## src/cpuPkg.sv

```systemverilog
package cpuPkg;

    //////////////////////////////////////////////////
    // widths and constants
    //////////////////////////////////////////////////
    localparam int XLEN = 32;
    localparam int REG_COUNT = 32;
    localparam int REG_ADDR_W = 5;
    localparam logic [XLEN-1:0] PC_STEP = 32'd4;
    localparam logic [XLEN-1:0] RESET_PC = 32'h0000_0000;
    // addi x0,x0,0
    localparam logic [XLEN-1:0] NOP_INSTR = 32'h0000_0013;

    typedef logic [XLEN-1:0] Word;
    typedef logic [REG_ADDR_W-1:0] RegAddr;

    //////////////////////////////////////////////////
    // encodings
    //////////////////////////////////////////////////
    // major opcodes, bits [6:0]
    typedef enum logic [6:0] {
        OPC_OP     = 7'b0110011,
        OPC_OP_IMM = 7'b0010011,
        OPC_LUI    = 7'b0110111,
        OPC_JAL    = 7'b1101111,
        OPC_BRANCH = 7'b1100011,
        OPC_LOAD   = 7'b0000011,
        OPC_STORE  = 7'b0100011
    } Opcode;

    typedef enum logic [2:0] {
        ALU, ALUI, LUI, JAL, BRANCH, LOAD, STORE, UNSUPPORTED
    } IType;

    typedef enum logic [3:0] {
        ALU_ADD, ALU_SUB, ALU_AND, ALU_OR, ALU_XOR,
        ALU_SLT, ALU_SLTU, ALU_SLL, ALU_SRL, ALU_SRA
    } AluFunc;

    typedef enum logic [1:0] {BR_EQ, BR_NE, BR_LT, BR_GE} BrFunc;

    typedef enum logic [1:0] {DEQUEUE, STALL, REDIRECT} FetchAction;

    //////////////////////////////////////////////////
    // stage bundles
    //////////////////////////////////////////////////
    typedef struct packed {
        FetchAction action;
        // only meaningful with REDIRECT
        Word redirectPc;
    } FetchCmd;

    typedef struct packed {
        Word pc;
        Word instr;
        logic valid;
    } F2D;

    typedef struct packed {
        IType iType;
        AluFunc aluFunc;
        BrFunc brFunc;
        RegAddr dst;
        RegAddr src1;
        RegAddr src2;
        Word imm;
    } DecodedInst;

    typedef struct packed {
        Word pc;
        DecodedInst dInst;
        Word rVal1;
        Word rVal2;
        logic valid;
    } D2E;

    typedef struct packed {
        IType iType;
        RegAddr dst;
        Word data;
        logic valid;
    } E2W;

    // dst of zero means nothing to forward
    typedef struct packed {
        RegAddr dst;
        Word data;
        logic dataValid;
    } Bypass;

    typedef struct packed {
        logic en;
        RegAddr addr;
        Word data;
    } RfWrite;

    typedef struct packed {
        Word addr;
        Word writeData;
        logic dispatchRead;
        logic dispatchWrite;
    } DmemReq;

endpackage

```

## src/decodeStage.sv

```systemverilog
module decodeStage (
    input  logic             clk_in,
    input  logic             rst_in,
    input  cpuPkg::F2D       f2d,
    input  cpuPkg::Bypass    exBypass,
    input  cpuPkg::Bypass    wbBypass,
    input  logic             redirectValid,
    input  cpuPkg::Word      redirectPc,
    input  logic             exHold,
    output cpuPkg::RegAddr   rdAddr1,
    output cpuPkg::RegAddr   rdAddr2,
    input  cpuPkg::Word      rdData1,
    input  cpuPkg::Word      rdData2,
    output cpuPkg::D2E       d2e,
    output cpuPkg::FetchCmd  fetchCmd
);
    import cpuPkg::*;

    DecodedInst dInst;
    Word rVal1, rVal2;
    logic hazard;

    // newest value wins, execute before writeback
    function automatic Word pickOperand(RegAddr src, Word rfVal, Bypass exB, Bypass wbB);
        Word val;
        val = rfVal;
        if (src != '0 && wbB.dst == src) val = wbB.data;
        if (src != '0 && exB.dst == src) val = exB.data;
        return val;
    endfunction

    // producer found but its data is not there yet
    function automatic logic operandWaits(RegAddr src, Bypass exB, Bypass wbB);
        logic exHit;
        logic wbHit;
        exHit = (src != '0) && (exB.dst == src);
        wbHit = (src != '0) && (wbB.dst == src);
        return (exHit && !exB.dataValid) || (!exHit && wbHit && !wbB.dataValid);
    endfunction

    instrDecoder u_decoder (
        .instr(f2d.instr),
        .dInst(dInst)
    );

    assign rdAddr1 = dInst.src1;
    assign rdAddr2 = dInst.src2;

    //////////////////////////////////////////////////
    // forwarding and load-use hazard
    //////////////////////////////////////////////////
    assign rVal1 = pickOperand(dInst.src1, rdData1, exBypass, wbBypass);
    assign rVal2 = pickOperand(dInst.src2, rdData2, exBypass, wbBypass);
    assign hazard = f2d.valid && (operandWaits(dInst.src1, exBypass, wbBypass)
                               || operandWaits(dInst.src2, exBypass, wbBypass));

    // fetch command, annul beats everything
    always_comb begin
        if (redirectValid) begin
            fetchCmd = '{action: REDIRECT, redirectPc: redirectPc};
        end else if (hazard || exHold || !f2d.valid) begin
            fetchCmd = '{action: STALL, redirectPc: redirectPc};
        end else begin
            fetchCmd = '{action: DEQUEUE, redirectPc: redirectPc};
        end
    end

    always_ff @(posedge clk_in) begin
        if (rst_in) begin
            d2e.valid <= 1'b0;
        end else if (!exHold) begin
            if (redirectValid || hazard || !f2d.valid) begin
                // bubble
                d2e.valid <= 1'b0;
            end else begin
                d2e <= '{pc: f2d.pc, dInst: dInst, rVal1: rVal1, rVal2: rVal2, valid: 1'b1};
            end
        end
    end

endmodule

```

## src/executeStage.sv

```systemverilog
module executeStage (
    input  logic            clk_in,
    input  logic            rst_in,
    input  cpuPkg::D2E      d2e,
    input  logic            dmemBusy,
    input  logic            wbStall,
    output cpuPkg::DmemReq  dmemReq,
    output cpuPkg::E2W      e2w,
    output cpuPkg::Bypass   exBypass,
    output logic            redirectValid,
    output cpuPkg::Word     redirectPc,
    output logic            exHold
);
    import cpuPkg::*;

    DecodedInst dI;
    Word aluB, aluOut, linkPc, nextPc, result;
    logic brTaken, memOp, memStall, canDispatch;

    assign dI = d2e.dInst;
    assign aluB = (dI.iType == ALU) ? d2e.rVal2 : dI.imm;

    //////////////////////////////////////////////////
    // alu and branch
    //////////////////////////////////////////////////
    always_comb begin
        case (dI.aluFunc)
            ALU_ADD:  aluOut = d2e.rVal1 + aluB;
            ALU_SUB:  aluOut = d2e.rVal1 - aluB;
            ALU_AND:  aluOut = d2e.rVal1 & aluB;
            ALU_OR:   aluOut = d2e.rVal1 | aluB;
            ALU_XOR:  aluOut = d2e.rVal1 ^ aluB;
            ALU_SLT:  aluOut = Word'($signed(d2e.rVal1) < $signed(aluB));
            ALU_SLTU: aluOut = Word'(d2e.rVal1 < aluB);
            ALU_SLL:  aluOut = d2e.rVal1 << aluB[4:0];
            ALU_SRL:  aluOut = d2e.rVal1 >> aluB[4:0];
            ALU_SRA:  aluOut = Word'($signed(d2e.rVal1) >>> aluB[4:0]);
            default:  aluOut = d2e.rVal1 + aluB;
        endcase
    end

    always_comb begin
        case (dI.brFunc)
            BR_EQ:   brTaken = (d2e.rVal1 == d2e.rVal2);
            BR_NE:   brTaken = (d2e.rVal1 != d2e.rVal2);
            BR_LT:   brTaken = ($signed(d2e.rVal1) < $signed(d2e.rVal2));
            default: brTaken = ($signed(d2e.rVal1) >= $signed(d2e.rVal2));
        endcase
    end

    assign linkPc = d2e.pc + PC_STEP;
    assign nextPc = (dI.iType == JAL || (dI.iType == BRANCH && brTaken))
                  ? d2e.pc + dI.imm : linkPc;

    always_comb begin
        case (dI.iType)
            LUI:       result = dI.imm;
            JAL:       result = linkPc;
            ALU, ALUI: result = aluOut;
            // load data arrives in writeback
            default:   result = '0;
        endcase
    end

    //////////////////////////////////////////////////
    // data memory and hold
    //////////////////////////////////////////////////
    assign memOp = d2e.valid && (dI.iType == LOAD || dI.iType == STORE);
    assign memStall = memOp && dmemBusy;
    assign exHold = memStall || wbStall;
    // dispatch only when the op can move into e2w
    assign canDispatch = memOp && !dmemBusy && !wbStall;

    assign dmemReq = '{addr: d2e.rVal1 + dI.imm, writeData: d2e.rVal2,
                       dispatchRead: canDispatch && dI.iType == LOAD,
                       dispatchWrite: canDispatch && dI.iType == STORE};

    // predicted not taken, so any other next pc annuls
    assign redirectValid = d2e.valid && !exHold && (nextPc != linkPc);
    assign redirectPc = nextPc;

    assign exBypass = '{dst: d2e.valid ? dI.dst : '0, data: result,
                        dataValid: dI.iType != LOAD};

    always_ff @(posedge clk_in) begin
        if (rst_in) begin
            e2w.valid <= 1'b0;
        end else if (!wbStall) begin
            if (memStall || !d2e.valid) begin
                e2w.valid <= 1'b0;
            end else begin
                e2w <= '{iType: dI.iType, dst: dI.dst, data: result, valid: 1'b1};
            end
        end
    end

    // memory answers every dispatch with busy on the next cycle
    busyAfterDispatch: assert property (@(posedge clk_in) disable iff (rst_in)
        (dmemReq.dispatchRead || dmemReq.dispatchWrite) |=> dmemBusy);

    // younger instruction annulled behind a redirect
    annulBubble: assert property (@(posedge clk_in) disable iff (rst_in)
        redirectValid |=> !d2e.valid);

endmodule

```

## src/fetchStage.sv

```systemverilog
module fetchStage (
    input  logic             clk_in,
    input  logic             rst_in,
    input  cpuPkg::FetchCmd  fetchCmd,
    input  cpuPkg::Word      imemInstr,
    input  logic             imemValid,
    output cpuPkg::Word      imemAddr,
    output logic             imemReq,
    output cpuPkg::F2D       f2d
);
    import cpuPkg::*;

    Word pc;
    logic slotFree;

    // memory answers for the current pc in the same cycle
    assign imemAddr = pc;
    assign imemReq = !rst_in;

    // an empty slot may be refilled even while decode stalls
    assign slotFree = (fetchCmd.action == DEQUEUE) || !f2d.valid;

    always_ff @(posedge clk_in) begin
        if (rst_in) begin
            pc <= RESET_PC;
            f2d.valid <= 1'b0;
        end else if (fetchCmd.action == REDIRECT) begin
            // drop whatever sits in the slot
            pc <= fetchCmd.redirectPc;
            f2d <= '{pc: fetchCmd.redirectPc, instr: NOP_INSTR, valid: 1'b0};
        end else if (slotFree) begin
            if (imemValid) begin
                f2d <= '{pc: pc, instr: imemInstr, valid: 1'b1};
                pc <= pc + PC_STEP;
            end else begin
                // instruction not ready, bubble
                f2d <= '{pc: pc, instr: NOP_INSTR, valid: 1'b0};
            end
        end
        // STALL on a full slot holds pc and f2d
    end

    // redirect targets must stay word aligned
    addrAligned: assert property (@(posedge clk_in) disable iff (rst_in)
        imemAddr[1:0] == 2'b00);

endmodule

```

## src/instrDecoder.sv

```systemverilog
module instrDecoder (
    input  cpuPkg::Word         instr,
    output cpuPkg::DecodedInst  dInst
);
    import cpuPkg::*;

    Opcode opc;
    logic [2:0] f3;
    logic altBit;
    logic f7Ok;
    Word immI, immS, immB, immU, immJ;

    // funct3 to alu op, altBit picks sub / sra
    function automatic AluFunc aluOf(logic [2:0] fn3, logic alt);
        case (fn3)
            3'd0: return alt ? ALU_SUB : ALU_ADD;
            3'd1: return ALU_SLL;
            3'd2: return ALU_SLT;
            3'd3: return ALU_SLTU;
            3'd4: return ALU_XOR;
            3'd5: return alt ? ALU_SRA : ALU_SRL;
            3'd6: return ALU_OR;
            default: return ALU_AND;
        endcase
    endfunction

    assign opc = Opcode'(instr[6:0]);
    assign f3 = instr[14:12];
    assign altBit = instr[30];
    // funct7 of 0x00 or 0x20 only
    assign f7Ok = !instr[31] && (instr[29:25] == 5'd0);

    // immediates, all sign extended from bit 31
    assign immI = {{20{instr[31]}}, instr[31:20]};
    assign immS = {{20{instr[31]}}, instr[31:25], instr[11:7]};
    assign immB = {{19{instr[31]}}, instr[31], instr[7], instr[30:25], instr[11:8], 1'b0};
    assign immU = {instr[31:12], 12'b0};
    assign immJ = {{11{instr[31]}}, instr[31], instr[19:12], instr[20], instr[30:21], 1'b0};

    always_comb begin
        // default is a no-op writing nothing
        dInst = '{iType: UNSUPPORTED, aluFunc: ALU_ADD, brFunc: BR_EQ,
                  dst: '0, src1: '0, src2: '0, imm: '0};
        case (opc)
            OPC_OP: if (f7Ok) begin
                dInst = '{iType: ALU, aluFunc: aluOf(f3, altBit), brFunc: BR_EQ,
                          dst: instr[11:7], src1: instr[19:15], src2: instr[24:20], imm: '0};
            end
            OPC_OP_IMM: begin
                // only srai takes the alt bit
                dInst = '{iType: ALUI, aluFunc: aluOf(f3, altBit && f3 == 3'd5),
                          brFunc: BR_EQ, dst: instr[11:7], src1: instr[19:15], src2: '0,
                          imm: immI};
            end
            OPC_LUI: dInst = '{iType: LUI, aluFunc: ALU_ADD, brFunc: BR_EQ,
                               dst: instr[11:7], src1: '0, src2: '0, imm: immU};
            OPC_JAL: dInst = '{iType: JAL, aluFunc: ALU_ADD, brFunc: BR_EQ,
                               dst: instr[11:7], src1: '0, src2: '0, imm: immJ};
            OPC_BRANCH: if (f3 inside {3'd0, 3'd1, 3'd4, 3'd5}) begin
                // f3 {0,1,4,5} folds onto EQ NE LT GE
                dInst = '{iType: BRANCH, aluFunc: ALU_ADD, brFunc: BrFunc'({f3[2], f3[0]}),
                          dst: '0, src1: instr[19:15], src2: instr[24:20], imm: immB};
            end
            OPC_LOAD: if (f3 == 3'd2) begin
                dInst = '{iType: LOAD, aluFunc: ALU_ADD, brFunc: BR_EQ,
                          dst: instr[11:7], src1: instr[19:15], src2: '0, imm: immI};
            end
            OPC_STORE: if (f3 == 3'd2) begin
                dInst = '{iType: STORE, aluFunc: ALU_ADD, brFunc: BR_EQ,
                          dst: '0, src1: instr[19:15], src2: instr[24:20], imm: immS};
            end
            default: ;
        endcase
    end

endmodule

```

## src/pipelineCpu.sv

```systemverilog
module pipelineCpu (
    input  logic            clk_in,
    input  logic            rst_in,
    output cpuPkg::Word     imemAddr,
    output logic            imemReq,
    input  cpuPkg::Word     imemInstr,
    input  logic            imemValid,
    output cpuPkg::DmemReq  dmemReq,
    input  logic            dmemBusy,
    input  cpuPkg::Word     dmemReadData
);
    import cpuPkg::*;

    // stage to stage
    FetchCmd fetchCmd;
    F2D f2d;
    D2E d2e;
    E2W e2w;

    // bypass and control back to decode
    Bypass exBypass;
    Bypass wbBypass;
    logic redirectValid;
    Word redirectPc;
    logic exHold;
    logic wbStall;

    // register file ports
    RegAddr rdAddr1, rdAddr2;
    Word rdData1, rdData2;
    RfWrite rfWrite;

    fetchStage u_fetch (.*);

    decodeStage u_decode (.*);

    regFile u_regFile (.*);

    executeStage u_execute (.*);

    writebackStage u_writeback (.*);

endmodule

```

## src/regFile.sv

```systemverilog
module regFile (
    input  logic            clk_in,
    input  logic            rst_in,
    input  cpuPkg::RegAddr  rdAddr1,
    input  cpuPkg::RegAddr  rdAddr2,
    output cpuPkg::Word     rdData1,
    output cpuPkg::Word     rdData2,
    input  cpuPkg::RfWrite  rfWrite
);
    import cpuPkg::*;

    Word regs [REG_COUNT];

    // x0 is hardwired
    assign rdData1 = (rdAddr1 == '0) ? '0 : regs[rdAddr1];
    assign rdData2 = (rdAddr2 == '0) ? '0 : regs[rdAddr2];

    always_ff @(posedge clk_in) begin
        if (rst_in) begin
            for (int i = 0; i < REG_COUNT; i++) begin
                regs[i] <= '0;
            end
        end else if (rfWrite.en && rfWrite.addr != '0) begin
            regs[rfWrite.addr] <= rfWrite.data;
        end
    end

endmodule

```

## src/writebackStage.sv

```systemverilog
module writebackStage (
    input  logic            clk_in,
    input  logic            rst_in,
    input  cpuPkg::E2W      e2w,
    input  logic            dmemBusy,
    input  cpuPkg::Word     dmemReadData,
    output cpuPkg::RfWrite  rfWrite,
    output cpuPkg::Bypass   wbBypass,
    output logic            wbStall
);
    import cpuPkg::*;

    logic isLoad;
    logic wrEn;
    Word wrData;

    assign isLoad = e2w.valid && (e2w.iType == LOAD);
    // load still outstanding
    assign wbStall = isLoad && dmemBusy;

    // read data valid once busy drops
    assign wrData = isLoad ? dmemReadData : e2w.data;
    assign wrEn = e2w.valid && (e2w.dst != '0) && !wbStall;

    assign rfWrite = '{en: wrEn, addr: e2w.dst, data: wrData};

    // same-cycle value, register file only has it next cycle
    assign wbBypass = '{dst: e2w.valid ? e2w.dst : '0, data: wrData, dataValid: !wbStall};

    // waiting load stays frozen in e2w
    e2wHeld: assert property (@(posedge clk_in) disable iff (rst_in)
        wbStall |=> $stable(e2w));

endmodule
```

## config.mk

```make
export PLATFORM = sky130hd
export DESIGN_NAME = pipelineCpu
export DESIGN_NICKNAME = d
export VERILOG_FILES = /design/src/cpuPkg.sv /design/src/decodeStage.sv /design/src/executeStage.sv /design/src/fetchStage.sv /design/src/instrDecoder.sv /design/src/pipelineCpu.sv /design/src/regFile.sv /design/src/writebackStage.sv
export SDC_FILE = /design/constraint.sdc
export NUM_CORES = 2
export LEC_CHECK = 0
export ABC_AREA = 1
export BUFFER_PORTS_ARGS = -buffer_cell sky130_fd_sc_hd__buf_2
export CORE_MARGIN = 4
export CORE_UTILIZATION = 60
export DETAILED_ROUTE_END_ITERATION = 6
export PLACE_DENSITY_LB_ADDON = 0.05
export RECOVER_POWER = 100
export SLEW_MARGIN = 15
export SYNTH_ARGS = -nofsm -noshare
export SYNTH_HDL_FRONTEND = slang
export SYNTH_SLANG_ARGS = --single-unit
```

## constraint.sdc

```tcl
create_clock -name clk_in -period 28.7 [get_ports clk_in]
set_input_delay 5.74 -clock clk_in [delete_from_list [all_inputs] [get_ports clk_in]]
set_output_delay 5.74 -clock clk_in [all_outputs]
set_load 0.01 [all_outputs]
```

==> flow_summary.yaml <==
die:
  dieHeight_um: 379.0
  die_area_um2: 143600
  io_pins: 167
  core_um2: 136100
  dieWidth_um: 379.0
  initial_core_util_pct: 60.64
  fp-row-count: 135
place:
  hpwl_um: 218100
  gp_congestion: 1.084
  io_buffers: 166
  placed_area_um2: 84530
cells_and_area:
  multi_input_area_um2: 38170
  final_common_cell: "nand2_1"
  area_growth_pct: 7.494
  nFillCells: 11460
  layout_common_cells: "nand2_1 (2509), nor2_1 (1370), edfxtp_1 (1270)"
  design_area_um2: 88750
  drive_above_1_share_pct: 5.040
  seq_area_um2: 38840
  nets: 10390
detailed_routing:
  routed_wl_um: 340400
  detail_route.vias_per_cell: 6.709
  drc: 6
  ant_nets: 0
  via_count: 80660
  drtIter0Drc: 13880
  wire_per_inst_um: 28.31
  first_pass_iters: 7
synthesis:
  synth_top_area_share_pct: 46.19
  synth.area.top_cells: "edfxtp_1 (46%), nand2_1 (11%), nor2_1 (6.3%)"
  ys_ff_latch: 1305
  async_flop_share_pct: 0
  yosysSeqAreaShare_pct: 47.04
  synth_top_cell_by_area: "edfxtp_1"
  synth_area_um2: 82560
  ys_warn_count: 0
  netlist-cell-type-count: 68
  synth_edf_count: 1270
  synth_cells: 10430
  synth_ff_type: "edfxtp_1"
  avgSynthCellArea_um2: 7.914
setup_path:
  crit_path_top_delay_cell: "clkbuf_1"
  crit_type: "primary input to flip-flop"
  worstPathCellList: "clkbuf_1, nand2_1, nand2_1, nor2_2, clkbuf_1, nand2_1, nand2_1, nor2_4, clkbuf_1, clkbuf_1"
  end_kind: "flip-flop"
  crit_fanout: 100
  cp-endpoint: "u_decode.d2e[49]"
  required_ns: 28.96
  start_kind: "primary input"
  r2r_end: "u_decode.d2e[49]"
  timing.rr.start: "u_decode.d2e[64]"
  worstRegToRegCells: 27
  reg2reg_slack_ns: 14.75
  startpoint: "dmemBusy"
  cpPeakStageDelay_ns: 3.30
  crit_arrival_ns: 16.19
worst_hold_path:
  min_path_type: "flip-flop to flip-flop"
timing:
  worstMarginPinSlew_ns: 4.436
  slew_viol_final: 2623
  hold_violations: 0
  fin_tns_setup_ns: 0
  fin_worst_skew_ns: 0.06508
  max-slew-margin-rel_pct: -195.7
  rsz0062_at_grt: "false"
  fmax_ghz: 0.06279
  fin_crit_sh_pct: 55.50
  hold_ws_ns: 0.4120
  finalSetupViolations: 0
  min_period_ns: 15.93
power:
  p_total_w: 0.004623
  power.leakage_nw: 36.28
  pwr_density_cell_nw_per_um2: 52.10
  ir_worst_vdd_v: 0.00005743
clock_network:
  cts_resized: 0
  cts_hold_buf: 0
  cts_tree: "built"
  h-tree-depth: 4
  cts_buffer_depth: 3
  post_cts_buffers: 0
  cts.clk_slew.worst_paths_ns: 0.07
  insertion_delay_ns: 0.82
  clkSinkCount: 1305
  clockRootBuffer: "clkbuf_16"
  cts_buffers: 142
global_route:
  grt_pass1_wl_um: 485100
  grt_max_degree: 229
  overflow: 0
  antenna_found_initial: 8
  grt_usage_pct: 46.01
  grt_pass1_vias: 73800
run_status:
  status: "complete, but fails checks"
  violations: "DRC, capacitance limit, slew limit"
flow_run:
  drv_cap: 72
-- registers in the layout, summed over array words and instances, names as in the netlist --
name              flops
u_fetch.imemAddr     32
u_regFile.regs     1024
u_decode.d2e        143
u_execute.e2w        41
u_fetch.f2d          65
-- stage by stage --
stage                     worst slack, ns  std cells  util, %
final                               12.77      12020    65.19
after floorplan                     15.93      10460        -
after global routing                12.09      12020    65.18
after CTS                           16.54      12020    65.47
after global placement              16.55      11760    62.09
after detailed placement            16.54      11760    62.09
-- worst min path at each step --
stage	from	endpoint	slack, ns	cells after the start
floorplan	u_fetch.f2d[33]	u_decode.d2e[121]	0.40	0
global placement	u_fetch.f2d[63]	u_decode.d2e[151]	0.40	0
detailed placement	u_fetch.f2d[63]	u_decode.d2e[151]	0.41	0
CTS	u_fetch.f2d[33]	u_decode.d2e[121]	0.40	0
global route	u_fetch.f2d[33]	u_decode.d2e[121]	0.41	0
finish	u_fetch.f2d[33]	u_decode.d2e[121]	0.41	0
-- per-layer routing --
layer  GRT usage, %  routed length [µm]  vias up  share of wire (%)
li1               -                   -    35030                  -
met4          32.49               30820       14                9.1
met2          65.73              139700     6611                 41
met5         0.4460                 148        -              0.043
met3          16.70               55330     1378                 16
met1          57.84              114400    37630                 34
-- where the power goes --
part           internal (W)  switching, W  leakage (nW)
registers           0.00218     0.0000655          13.2
logic              0.000149      0.000405          20.9
clock network       0.00102      0.000809          2.23
-- area by class of cell --
type	instances	share of cell area [%]
diodes	4	0.01128
clock buffers	175	4.143
clock inverters	85	1.052
multi-input cells	7567	43.01
flip-flops and latches	1305	43.76
inverters	769	3.278
well taps	1781	2.511
repair buffers	337	2.233
-- cells by family (layout without fill, tap and decap cells) --
kind of cell,count (synthesis),after routing,synth area share (%)
other,1,36,0.004542
multiplexers,57,57,0.6911
buffers and inverters,1592,1366,7.543
AND/OR/NAND/NOR,4977,4977,24.77
adder cells (fa/ha/maj),197,197,3.022
flip-flops,1305,1305,47.04
XOR/XNOR,135,135,1.432
AO/OA/AOI/OAI,2169,2169,15.50
-- synthesized netlist by cell type, types with 101 or more instances --
library cell	n
a31oi_1	115
a21oi_1	715
nor2_1	1380
ha_1	193
o211ai_1	161
nand2_1	2508
o21ai_0	780
edfxtp_1	1270
clkbuf_1	629
nand3_1	798
xor2_1	101
inv_1	746
-- critical path, delay by kind of cell --
| kind | cells | cell delay [ns] |
|---|---|---|
| buffers and inverters | 4 | 6.70 |
| and+or+nand+nor | 6 | 3.55 |
No activity file was read; power rests on OpenSTA's default activity.
